--- src/flow_pkg.sv ---
package flow_pkg;

	// ==========================================================================
	// Handshake side of the dispatcher
	// ==========================================================================

	// Output ports fed by the broadcast fork
	localparam int N_LANES = 2;

	// Drop counter width
	// Counter wraps at 2**CNT_W
	localparam int CNT_W = 8;

	// ==========================================================================
	// Types
	// ==========================================================================

	// Wrapping drop count
	typedef logic [CNT_W-1:0] cnt_t;

	// One bit per output lane
	// Used for per-lane rdy, ack and the fork mask
	typedef logic [N_LANES-1:0] lane_mask_t;

endpackage

--- src/data_pkg.sv ---
package data_pkg;

	// ==========================================================================
	// Payload widths
	// ==========================================================================

	// Value carried by every word
	localparam int DATA_W = 16;

	// Tag added to the value on the way through
	localparam int TAG_W = 4;

	// ==========================================================================
	// Payload structs
	// ==========================================================================

	// Word as offered by the source
	// Drop flag in the MSB
	typedef struct packed {
		logic drop;
		logic [TAG_W-1:0] tag;
		logic [DATA_W-1:0] data;
	} sample_t;

	// Word as delivered on each output lane
	// Data already holds value plus tag, mod 2**DATA_W
	typedef struct packed {
		logic [TAG_W-1:0] tag;
		logic [DATA_W-1:0] data;
	} result_t;

endpackage

--- src/rdyack_stage.sv ---
`timescale 1ns/1ps

// One-entry forwarding register on a rdy/ack link
// Full throughput, one word per cycle with no bubble
module rdyack_stage #(
	parameter type T = logic
) (
	input  logic i_clk,
	input  logic i_rst,
	// Upstream side
	input  logic i_src_rdy,
	input  T     i_src_data,
	output logic o_src_ack,
	// Downstream side
	output logic o_dst_rdy,
	output T     o_dst_data,
	input  logic i_dst_ack
);

	// ==========================================================================
	// Internal
	// ==========================================================================

	// Holds a word for downstream
	logic full_r;
	logic full_nxt;
	// Payload register
	T     data_r;

	// ==========================================================================
	// Combinational
	// ==========================================================================

	// Take a word when empty or when the held one leaves this cycle
	assign o_src_ack = i_src_rdy && (!full_r || i_dst_ack);

	// Stay full on a new word, or while the held word waits
	assign full_nxt = i_src_rdy || (full_r && !i_dst_ack);

	assign o_dst_rdy  = full_r;
	assign o_dst_data = data_r;

	// ==========================================================================
	// Sequential
	// ==========================================================================

	// Control state
	always_ff @(posedge i_clk or negedge i_rst) begin
		if (!i_rst) begin
			full_r <= 1'b0;
		end else begin
			full_r <= full_nxt;
		end
	end

	// Payload, loaded on every accepted word
	always_ff @(posedge i_clk) begin
		if (o_src_ack) begin
			data_r <= i_src_data;
		end
	end

	// ==========================================================================
	// Assertions
	// ==========================================================================

	// Offered word stays put until downstream takes it
	a_hold_stable: assert property (
		@(posedge i_clk) disable iff (!i_rst)
		(o_dst_rdy && !i_dst_ack) |=> (o_dst_rdy && $stable(o_dst_data))
	);

endmodule

--- src/ingress_filter.sv ---
`timescale 1ns/1ps

// Drop filter and result former
// Flagged words are consumed here and counted
// Kept words go on as tag plus (data + tag)
module ingress_filter import flow_pkg::*, data_pkg::*; (
	input  logic    i_clk,
	input  logic    i_rst,
	// From input stage
	input  logic    i_src_rdy,
	input  sample_t i_src_data,
	output logic    o_src_ack,
	// Toward broadcast fork
	output logic    o_dst_rdy,
	output result_t o_dst_data,
	input  logic    i_dst_ack,
	// Status
	output cnt_t    o_drop_cnt
);

	// ==========================================================================
	// Internal
	// ==========================================================================

	// Current word carries the drop flag
	logic    is_drop;
	// Flagged word consumed this cycle
	logic    drop_take;
	// Tag widened to the data width
	logic [DATA_W-1:0] tag_ext;
	// Wrapping drop counter
	cnt_t    drop_cnt_r;

	// ==========================================================================
	// Combinational
	// ==========================================================================

	assign is_drop = i_src_data.drop;

	// Only unflagged words are offered downstream
	assign o_dst_rdy = i_src_rdy && !is_drop;

	// Flagged words never wait on downstream
	assign drop_take = i_src_rdy && is_drop;

	// Upstream ack from either path
	assign o_src_ack = drop_take || (o_dst_rdy && i_dst_ack);

	// Zero-extend tag for the add
	assign tag_ext = {{(DATA_W - TAG_W){1'b0}}, i_src_data.tag};

	// Result word
	// Sum wraps at 2**DATA_W
	always_comb begin
		o_dst_data.tag  = i_src_data.tag;
		o_dst_data.data = i_src_data.data + tag_ext;
	end

	assign o_drop_cnt = drop_cnt_r;

	// ==========================================================================
	// Sequential
	// ==========================================================================

	// Counter steps once per consumed flagged word
	always_ff @(posedge i_clk or negedge i_rst) begin
		if (!i_rst) begin
			drop_cnt_r <= '0;
		end else if (drop_take) begin
			drop_cnt_r <= drop_cnt_r + cnt_t'(1);
		end
	end

	// ==========================================================================
	// Assertions
	// ==========================================================================

	// Downstream never takes a flagged word
	a_no_flagged_out: assert property (
		@(posedge i_clk) disable iff (!i_rst)
		(i_src_rdy && is_drop) |-> !i_dst_ack
	);

endmodule

--- src/broadcast_fork.sv ---
`timescale 1ns/1ps

// Copies one result to every output lane
// Source ack only after the last lane has taken its copy
module broadcast_fork import flow_pkg::*, data_pkg::*; (
	input  logic       i_clk,
	input  logic       i_rst,
	// From filter
	input  logic       i_src_rdy,
	input  result_t    i_src_data,
	output logic       o_src_ack,
	// Toward lane stages
	output lane_mask_t o_dst_rdys,
	output result_t    o_dst_data,
	input  lane_mask_t i_dst_acks
);

	// ==========================================================================
	// Internal
	// ==========================================================================

	// Lanes that already hold the current result
	lane_mask_t taken_r;
	// Taken lanes including this cycle's acks
	lane_mask_t taken_nxt;
	// Every lane done with the current result
	logic       all_taken;

	// ==========================================================================
	// Combinational
	// ==========================================================================

	// Offer only to lanes still missing this word
	assign o_dst_rdys = i_src_rdy ? ~taken_r : '0;

	// Same payload on every lane
	assign o_dst_data = i_src_data;

	// Fold in acks arriving now
	assign taken_nxt = taken_r | i_dst_acks;
	assign all_taken = &taken_nxt;

	// Last lane ack releases the source
	assign o_src_ack = i_src_rdy && all_taken;

	// ==========================================================================
	// Sequential
	// ==========================================================================

	// Mask clears when the source moves on
	always_ff @(posedge i_clk or negedge i_rst) begin
		if (!i_rst) begin
			taken_r <= '0;
		end else if (o_src_ack) begin
			taken_r <= '0;
		end else begin
			taken_r <= taken_nxt;
		end
	end

	// ==========================================================================
	// Assertions
	// ==========================================================================

	// Lane stages answer only to an offer
	a_lane_ack_rdy: assert property (
		@(posedge i_clk) disable iff (!i_rst)
		(i_dst_acks & ~o_dst_rdys) == '0
	);

	// Per lane, a copy left earlier or leaves now before the source is released
	for (genvar gi = 0; gi < N_LANES; gi++) begin : g_chk
		a_src_ack_lane: assert property (
			@(posedge i_clk) disable iff (!i_rst)
			o_src_ack |-> (taken_r[gi] || (o_dst_rdys[gi] && i_dst_acks[gi]))
		);
	end

endmodule

--- src/stream_dispatch.sv ---
`timescale 1ns/1ps

// Stream dispatcher top
// Input stage -> drop filter -> broadcast fork -> one stage per lane
module stream_dispatch import flow_pkg::*, data_pkg::*; (
	input  logic                   i_clk,
	input  logic                   i_rst,
	// Source side
	input  logic                   i_in_rdy,
	input  sample_t                i_in_data,
	output logic                   o_in_ack,
	// Output lanes
	output lane_mask_t             o_out_rdy,
	output result_t [N_LANES-1:0]  o_out_data,
	input  lane_mask_t             i_out_ack,
	// Status
	output cnt_t                   o_drop_cnt
);

	// ==========================================================================
	// Internal links
	// ==========================================================================

	// Input stage to filter
	logic       stg_rdy;
	sample_t    stg_data;
	logic       stg_ack;

	// Filter to fork
	logic       flt_rdy;
	result_t    flt_data;
	logic       flt_ack;

	// Fork to lane stages
	lane_mask_t fork_rdys;
	result_t    fork_data;
	lane_mask_t fork_acks;

	// ==========================================================================
	// Input register
	// ==========================================================================

	rdyack_stage #(.T(sample_t)) i_in_stage (
		.i_clk      (i_clk),
		.i_rst      (i_rst),
		.i_src_rdy  (i_in_rdy),
		.i_src_data (i_in_data),
		.o_src_ack  (o_in_ack),
		.o_dst_rdy  (stg_rdy),
		.o_dst_data (stg_data),
		.i_dst_ack  (stg_ack)
	);

	// Drop, count and form result
	ingress_filter i_ingress_filter (
		.i_clk      (i_clk),
		.i_rst      (i_rst),
		.i_src_rdy  (stg_rdy),
		.i_src_data (stg_data),
		.o_src_ack  (stg_ack),
		.o_dst_rdy  (flt_rdy),
		.o_dst_data (flt_data),
		.i_dst_ack  (flt_ack),
		.o_drop_cnt (o_drop_cnt)
	);

	// Copy to all lanes
	broadcast_fork i_broadcast_fork (
		.i_clk      (i_clk),
		.i_rst      (i_rst),
		.i_src_rdy  (flt_rdy),
		.i_src_data (flt_data),
		.o_src_ack  (flt_ack),
		.o_dst_rdys (fork_rdys),
		.o_dst_data (fork_data),
		.i_dst_acks (fork_acks)
	);

	// ==========================================================================
	// Per-lane output registers
	// ==========================================================================

	// Each lane stalls on its own ack only
	for (genvar gi = 0; gi < N_LANES; gi++) begin : g_lane
		rdyack_stage #(.T(result_t)) i_out_stage (
			.i_clk      (i_clk),
			.i_rst      (i_rst),
			.i_src_rdy  (fork_rdys[gi]),
			.i_src_data (fork_data),
			.o_src_ack  (fork_acks[gi]),
			.o_dst_rdy  (o_out_rdy[gi]),
			.o_dst_data (o_out_data[gi]),
			.i_dst_ack  (i_out_ack[gi])
		);
	end

endmodule

--- config.mk ---
export PLATFORM = sky130hd
export DESIGN_NAME = stream_dispatch
export DESIGN_NICKNAME = d
export VERILOG_FILES = /design/src/flow_pkg.sv /design/src/data_pkg.sv /design/src/rdyack_stage.sv /design/src/ingress_filter.sv /design/src/broadcast_fork.sv /design/src/stream_dispatch.sv
export SDC_FILE = /design/constraint.sdc
export NUM_CORES = 1
export LEC_CHECK = 0
export ABC_AREA = 1
export CAP_MARGIN = 10
export CORE_MARGIN = 8
export CORE_UTILIZATION = 62
export DETAILED_ROUTE_END_ITERATION = 8
export DONT_BUFFER_PORTS = 1
export MAX_ROUTING_LAYER = met4
export PLACE_DENSITY = 0.87
export SLEW_MARGIN = 40
export SYNTH_ARGS = -nofsm -noshare
export SYNTH_HDL_FRONTEND = slang
export SYNTH_SLANG_ARGS = --single-unit
--- constraint.sdc ---
create_clock -name i_clk -period 3.3 [get_ports i_clk]
set_clock_uncertainty 0.1 [all_clocks]
set_input_delay 0 -clock i_clk [delete_from_list [all_inputs] [get_ports i_clk]]
set_output_delay 0 -clock i_clk [all_outputs]
set_load 0.02 [all_outputs]
## Word level (Yosys, flattened, before mapping)

Cells that the tools add are included.

- $add $sub $neg: 2
- Multiplexer cells: 2
- Bitwise gates (word level): 2
- Reduce and logical (&&, ||, !) cells: 25

Operator list:

| kind | number |
|---|---|
| 16-bit by 4-bit adder with 16-bit output | 1 |
| 1-bit logical AND | 10 |
| 8-bit by 1-bit adder with 8-bit output (second input constant) | 1 |
| 1-bit logical NOT | 7 |
| 1-bit logical OR | 7 |
| 2-bit two-way mux | 2 |
| 2-bit inverter | 1 |
| 2-bit bitwise OR | 1 |
| 2-bit AND reduction | 1 |

- Bits in registers: 74
- Input bits: 26
- Output and inout port bits: 51
- Word-level logic and storage cells: 43

## Logic depth before layout (Yosys ltp)

Gate-level depths: netlist of run 1.

- Depth in word-level cells: 12
- Gate-level depth with buffers: 9
- Mapped depth without buffers: 9

## Hierarchy

A second synthesis of run 1 with hierarchy kept.

- Cells, all modules: 259
- Area total of the unflattened synthesis: 3,195.6 µm²

By module, submodules not included:

| module | times used | cells an instance | area each (µm²) |
|---|---|---|---|
| rdyack_stage (g_lane[0].i_out_stage ...) | 2 | 26 | 649.4 |
| ingress_filter | 1 | 145 | 960.9 |
| rdyack_stage (i_in_stage) | 1 | 27 | 679.4 |
| broadcast_fork | 1 | 35 | 256.5 |

## Worst setup path before layout of run 1

Ideal clock, no wire load.

- Path type: reg2reg
- From: reg i_in_stage.data_r, in the netlist i_in_stage.o_dst_data[20]
- To: reg i_in_stage.data_r, in the netlist i_in_stage.o_dst_data[0] (enable)
- Setup time: 0.420 ns
- Arrival time: 2.105 ns
- Data required time: 2.780 ns
- Slack: 0.675 ns
- Stages on the path, launching flop included: 6
- Cells stage by stage: edfxtp_1 -> inv_1 -> nand2_1 -> o21ai_1 -> nand2_1 -> a21oi_1

- Longest elaborated chain between the ends: 11

RTL lines:

| what | RTL line | source |
|---|---|---|
| start: declaration | rdyack_stage.sv:28 | `T data_r;` |
| start signal: assignment | rdyack_stage.sv:59 | `data_r <= i_src_data;` |
| 1-bit logical NOT | ingress_filter.sv:41 | `assign o_dst_rdy = i_src_rdy && !is_drop;` |
| 1-bit logical AND | ingress_filter.sv:41 |  |
| 2-bit two-way mux | broadcast_fork.sv:34 | `assign o_dst_rdys = i_src_rdy ? ~taken_r : '0;` |
| 1-bit logical AND | rdyack_stage.sv:35 | `assign o_src_ack = i_src_rdy && (!full_r \|\| i_dst_ack);` |
| 2-bit bitwise OR | broadcast_fork.sv:40 | `assign taken_nxt = taken_r \| i_dst_acks;` |
| 2-bit AND reduction | broadcast_fork.sv:41 | `assign all_taken = &taken_nxt;` |
| 1-bit logical AND | broadcast_fork.sv:44 | `assign o_src_ack = i_src_rdy && all_taken;` |
| 1-bit logical AND | ingress_filter.sv:47 | `assign o_src_ack = drop_take \|\| (o_dst_rdy && i_dst_ack);` |
| 1-bit logical OR * | ingress_filter.sv:47 |  |
| 1-bit logical OR * | rdyack_stage.sv:35 |  |
| 1-bit logical AND * | rdyack_stage.sv:35 |  |
| net o_in_ack | stream_dispatch.sv:11 | `output logic o_in_ack,` |

Mark *: on every way through the listed nets, which the timed path passes. The rest lies on a longest branch.
A chain may end at the register's enable or synchronous reset.

==> qor.txt, run 1 <==
die height = 85.12 microns
Cell Area, Placed = 0.003045 sq mm
DRC viols = 0
max incr delay on CP = 440 ps
CP required = 3270 ps
hold buffers post-CTS = 25
reg2reg setup slack = 1270 ps
register area share after synthesis = 72.83%
fin nets = 305
crit-path cells = ha_1 > fa_1 > nand2_1 > nand2_1 > nand2_2 > nor2_2 > xor2_1
setup tns final = 0 ps
Longest Clk Path Bufs = 2
WS Path Type = flop to flop
Detail Placement HPWL = 3920 microns
initial antenna violation count = 0
first-pass GRT wire length = 8694 microns
Post-CTS Setup Repair Bufs = 0
worst-skew pair later-pin latency = 330 ps
row count = 25
critical path data arrival time = 2000 ps
Syn Inst Count = 236
clock slew at reported path FFs = 70 ps
setup violators final = 0
Crit path max-delay family = adder cells
All-Layer GR Usage = 16.56%
Setup WS pre-CTS = 1324 ps
synth unique cells = 21
CTS Buf Count = 9
status = finished, final reports clean
Yosys reg bits = 74
PortBufs = 0
maximum number of pins on one net before global-route repair = 23
Critical R2R Launch = i_in_stage.o_dst_data[16]
Hold WC Path Type = primary input to async pin
crit end category = flop
r2r endpoint = g_lane[0].i_out_stage.o_dst_data[6]
Slew Viols, Final = 0
syn_nets = 268
CTS tree = done
Leak = 1.402 nW
Inserted Diodes = 0
fin crit period = 2032 ps
crit-path max FO = 4
critical path launch point type = flop
final core occ = 74.39%
I/O pin cnt = 77
Post-CTS Resized = 0
Worst-Margin Slew = 613.7 ps
width of the die = 85.12 microns
RSZ-0062 raised after global routing = false
synthesized cell area = 0.002962 sq mm
Avg Vias per Cell = 5.401
1st-pass router iterations = 4
CP max-delay cell = fa_1
DRT iter0 DRCs = 151
Max Clock Freq = 492.1 MHz
RD Place Congestion = 0.8880
Synth top area share = 61.85%
Critical Path End = g_lane[0].i_out_stage.o_dst_data[6]
Synth Warn # = 0
area of the core = 0.004661 sq mm
share of layout cells above drive strength 1 = 10.79%
Slew HR = 58.95%
total power = 2.391 mW
Detailed Route WL = 5719 microns
dpl cells = 291
Via Count = 1793
most common cell type on the critical path = nand2_1
Final Hold Fails = 0
Crit path depth = 7
VDD IR max = 0.5158 mV
vias in the first global route = 1789
Synth Area per Inst = 12.55 sq um
Final Hold Slack = 14.64 ps
Sink Count = 74
synth-to-layout area growth = 17.07%
final instance area = 0.003467 sq mm
Max-Cap Viols = 0
post-route insts no fill = 332
final worst slack = 1268 ps
pwr dens = 689.7 mW/mm^2
Routed Antenna Nets = 0
part of the cycle the worst path needs = 61.57%
die area = 0.007245 sq mm
overflow left after global routing = 0
post-DR wirelength/cell = 17.23 microns
top post-synthesis cells by area = edfxtp_1 (62%), dfrtp_1 (11%), nand2_1 (7.4%)
largest area contributor in the netlist = edfxtp_1
clk root buf = clkbuf_8
H-tree depth = 3
Reg2Reg Depth = 7
Critical path origin = i_in_stage.o_dst_data[16]
buffers and inverters on the worst path = 0
Starting Density = 63.54%
## registers in the layout, summed over array words and instances, names as in the netlist
signal and count:
i_in_stage.o_dst_rdy 1, g_lane.i_out_stage.o_dst_data 40, i_in_stage.o_dst_data 21, i_ingress_filter.o_drop_cnt 8, i_broadcast_fork.taken_r 2, g_lane.i_out_stage.o_dst_rdy 2
## power by group
part | total, mW | leakage (nW) | switching [mW] | internal, mW
Sequential | 1.45 | 0.731 | 0.232 | 1.22
Combinational | 0.355 | 0.585 | 0.231 | 0.125
Clock | 0.589 | 0.0851 | 0.300 | 0.289
## logic make-up after synthesis
group	Yosys count	synth area share (%)
compound gates	9	1.520
xor+xnor	10	2.957
fa+ha+maj	6	2.788
buf+inv	28	3.802
flops	74	72.83
simple gates	109	16.10
## area by class of cell
class / count / area [sq um]
Clock buffer: 11 / 141.4
Clock inverter: 5 / 30.03
Fill cell: 283 / 1194
Inverter: 26 / 97.59
Multi-Input combinational cell: 134 / 700.7
Sequential cell: 74 / 2157
Tap cell: 54 / 67.56
Timing Repair Buffer: 28 / 272.8
## Yosys cell counts
master	instances
a21oi_1	3
buf_4	2
dfrtp_1	13
edfxtp_1	61
fa_1	1
ha_1	5
inv_1	24
inv_2	2
nand2_1	58
nand2_2	3
nand3_1	12
nand3b_1	4
nand4_1	5
nor2_1	19
nor2_2	4
nor3_1	2
o21ai_0	3
o21ai_1	3
or2_1	2
xnor2_1	4
xor2_1	6
## cell usage in the layout, fill, tap and decap left out, drive strengths merged
master / count
edfxtp: 61
clkinv: 3
nand3: 12
nor3: 2
nand3b: 4
clkinvlp: 2
nand4: 5
nor2: 23
inv: 26
xnor2: 4
or2: 2
clkbuf: 11
a21oi: 3
nand2: 61
buf: 3
o21ai: 6
xor2: 6
dfrtp: 13
fa: 1
ha: 5
dlygate4sd3: 25
## worst min path at each step
stage / startpoint / end / slack [ps] / cells past startpoint
floorplan: i_rst / g_lane[0].i_out_stage.o_dst_rdy / -400 / 0
CTS: i_rst / i_ingress_filter.o_drop_cnt[1] / 6 / 1
finish: i_rst / i_ingress_filter.o_drop_cnt[5] / 10 / 1
global route: i_rst / i_in_stage.o_dst_rdy / 40 / 1
detailed placement: i_rst / g_lane[0].i_out_stage.o_dst_rdy / -400 / 0
global placement: i_rst / i_broadcast_fork.taken_r[0] / -400 / 0
## per-layer routing
metal	wire, microns	track usage, %	up-vias
met5	0	-	-
met4	108	9.061	0
met3	332	4.923	11
met2	3068	29.69	77
met1	2210	15.46	838
li1	-	-	867
Note: power is estimated with default switching activity, not from simulation.
==> run 2, diff against run 1 <==
==> constraint.sdc (replaced) <==
create_clock -name i_clk -period 2 [get_ports i_clk]
set_clock_uncertainty 0.1 [all_clocks]
set_input_delay 0 -clock i_clk [delete_from_list [all_inputs] [get_ports i_clk]]
set_output_delay 0 -clock i_clk [all_outputs]
set_load 0.02 [all_outputs]
==> run 2 against run 1 <==
Compared with the run above:
- routed wire length shrank 1.8%
- cell area grew 1.3%
- register-to-register slack lost 1200 ps
- first-iteration DRC count shrank 28%
- power grew 69%
- critical endpoint is now g_lane[1].i_out_stage.o_dst_data[6]
- critical path depth is the same
- via count grew 1.4%
- global-route usage is essentially flat
- hold slack lost 5.8 ps
- combinational power grew 76%
- largest power group unchanged
- utilization grew 0.99 points
==> qor.txt, run 2 (synthesized netlist as in run 1, its figures left out) <==
Detailed Route WL = 5617 microns (was 5719 microns)
H-tree depth = 3 (unchanged)
commonest non-fill, non-tap cell in the layout = edfxtp_1 (unchanged)
1st-pass router iterations = 4 (unchanged)
RD Place Congestion = 0.8477 (was 0.8880)
setup violators final = 0 (unchanged)
Hold WC Path Type = primary input to async pin (unchanged)
max reg flops = 40 (unchanged)
fin nets = 307 (was 305)
total power = 4.035 mW (was 2.391 mW)
Inserted Diodes = 0 (unchanged)
Via Count = 1818 (was 1793)
final worst slack = 114.2 ps (was 1268 ps)
die area = 0.007245 sq mm (unchanged)
pwr dens = 1148 mW/mm^2 (was 689.7 mW/mm^2)
share of layout cells above drive strength 1 = 12.86% (was 10.79%)
crit-path max FO = 4 (unchanged)
Final Hold Slack = 8.888 ps (was 14.64 ps)
Fill cells = 259 (was 283)
first-pass GRT wire length = 8845 microns (was 8694 microns)
clk root buf = clkbuf_8 (unchanged)
Max-Cap Viols = 0 (unchanged)
Detail Placement HPWL = 3778 microns (was 3920 microns)
overflow left after global routing = 0 (unchanged)
status = finished, final reports clean (unchanged)
crit end category = flop (unchanged)
VDD IR max = 1.007 mV (was 0.5158 mV)
RSZ-0062 raised after global routing = true (was false)
row count = 25 (unchanged)
setup tns final = 0 ps (unchanged)
post-DR wirelength/cell = 16.82 microns (was 17.23 microns)
WS Path Type = flop to flop (unchanged)
clock slew at reported path FFs = 70 ps (about the same)
Slew Viols, Final = 0 (unchanged)
Worst-Margin Slew = 604.0 ps (was 613.7 ps)
Routed Antenna Nets = 0 (unchanged)
DRC viols = 0 (unchanged)
part of the cycle the worst path needs = 94.29% (was 61.57%)
PortBufs = 0 (unchanged)
Longest Clk Path Bufs = 2 (unchanged)
register area = 0.002160 sq mm (was 0.002157 sq mm)
initial antenna violation count = 0 (unchanged)
DRT iter0 DRCs = 108 (was 151)
Avg Vias per Cell = 5.443 (was 5.401)
Setup WS pre-CTS = 69.44 ps (was 1324 ps)
Starting Density = 63.54% (unchanged)
Slew HR = 59.60% (was 58.95%)
multi-input combinational cell area = 718.2 sq um (was 700.7 sq um)
CTS Buf Count = 9 (unchanged)
CTS tree = done (unchanged)
worst-skew pair later-pin latency = 330 ps (about the same)
Final Hold Fails = 0 (unchanged)
Max Clock Freq = 530.3 MHz (was 492.1 MHz)
I/O pin cnt = 77 (unchanged)
critical path launch point type = flop (unchanged)
Leak = 1.422 nW (was 1.402 nW)
width of the die = 85.12 microns (unchanged)
fin crit period = 1886 ps (was 2032 ps)
All-Layer GR Usage = 16.53% (was 16.56%)
commonest cells after routing, fill and taps aside = edfxtp_1 (61), nand2_1 (58), dlygate4sd3_1 (25) (unchanged)
CP required = 1980 ps (was 3270 ps)
die height = 85.12 microns (unchanged)
maximum number of pins on one net before global-route repair = 21 (was 23)
synth-to-layout area growth = 18.63% (was 17.07%)
critical path data arrival time = 1870 ps (was 2000 ps)
Sink Count = 74 (unchanged)
vias in the first global route = 1849 (was 1789)
Cell Area, Placed = 0.003068 sq mm (was 0.003045 sq mm)
area of the core = 0.004661 sq mm (unchanged)
final instance area = 0.003513 sq mm (was 0.003467 sq mm)
run 2: cell count changes in the layout (fill, tap and decap cells not counted), moves of 2 or more:
cell,previous run,this run
buf_4,3,5
clkbuf_8,10,12
clkinvlp_4,2,0
dfrtp_1,13,11
dfrtp_2,0,2
o21ai_1,3,1
o21ai_2,0,2
run 2: path summary, 6_finish.rpt:
check | from | end | slack (ps) | cells past startpoint
worst min-delay path | i_rst | i_in_stage.o_dst_rdy | 9 | 1
max in group asynchronous | i_rst | g_lane[0].i_out_stage.o_dst_rdy | 1360 | 1
worst max register to register | i_in_stage.o_dst_data[16] | g_lane[1].i_out_stage.o_dst_data[6] | 110 | 7
min in group i_clk | i_in_data[20] | i_in_stage.o_dst_data[20] | 190 | 1
worst max-delay path | i_in_stage.o_dst_data[16] | g_lane[1].i_out_stage.o_dst_data[6] | 110 | 7
worst min register to register | i_in_stage.o_dst_data[16] | g_lane[0].i_out_stage.o_dst_data[16] | 390 | 0
run 2: per-stage QoR:
stage               cells  utilization (%)
floorplan             236                -
global placement      293            65.83
detailed placement    293            65.83
CTS                   334            75.11
global route          334            75.38
finish                334            75.38
run 2: layout make-up:
type / instances / share of cell area (%)
flip-flops and latches: 74 / 61.47
multi-input cells: 134 / 20.44
repair buffers: 30 / 8.191
clock buffers: 13 / 4.808
inverters: 26 / 2.778
well taps: 54 / 1.923
clock inverters: 3 / 0.3917
run 2: what timing repair did:
item,in CTS,in global routing
endpoints found under the setup margin,0,9
hold endpoints to repair,39,0
resized for setup,0,5
buffers inserted,0,0
hold buffers,25,0
run 2: layer usage:
layer	vias to the layer above	track usage (%)	part of all wire, %
met5	-	-	0
met1	852	16.92	40
met4	0	9.709	2.4
li1	872	-	-
met2	78	27.34	51
met3	16	5.309	6.2
run 2: worst max-delay path: stages (launching register included):
cell      delay (ps)
edfxtp_1         410
ha_1             260
fa_2             380
nand2_1           80
nand2_1           70
nand2_2          120
nor2_2            70
xor2_1           140
run 2: power by group:
group	internal [mW]	leakage, nW	switching (mW)	total [mW]
sequential	2.01	0.728	0.383	2.39
combinational	0.221	0.597	0.403	0.624
clock	0.544	0.0968	0.476	1.02
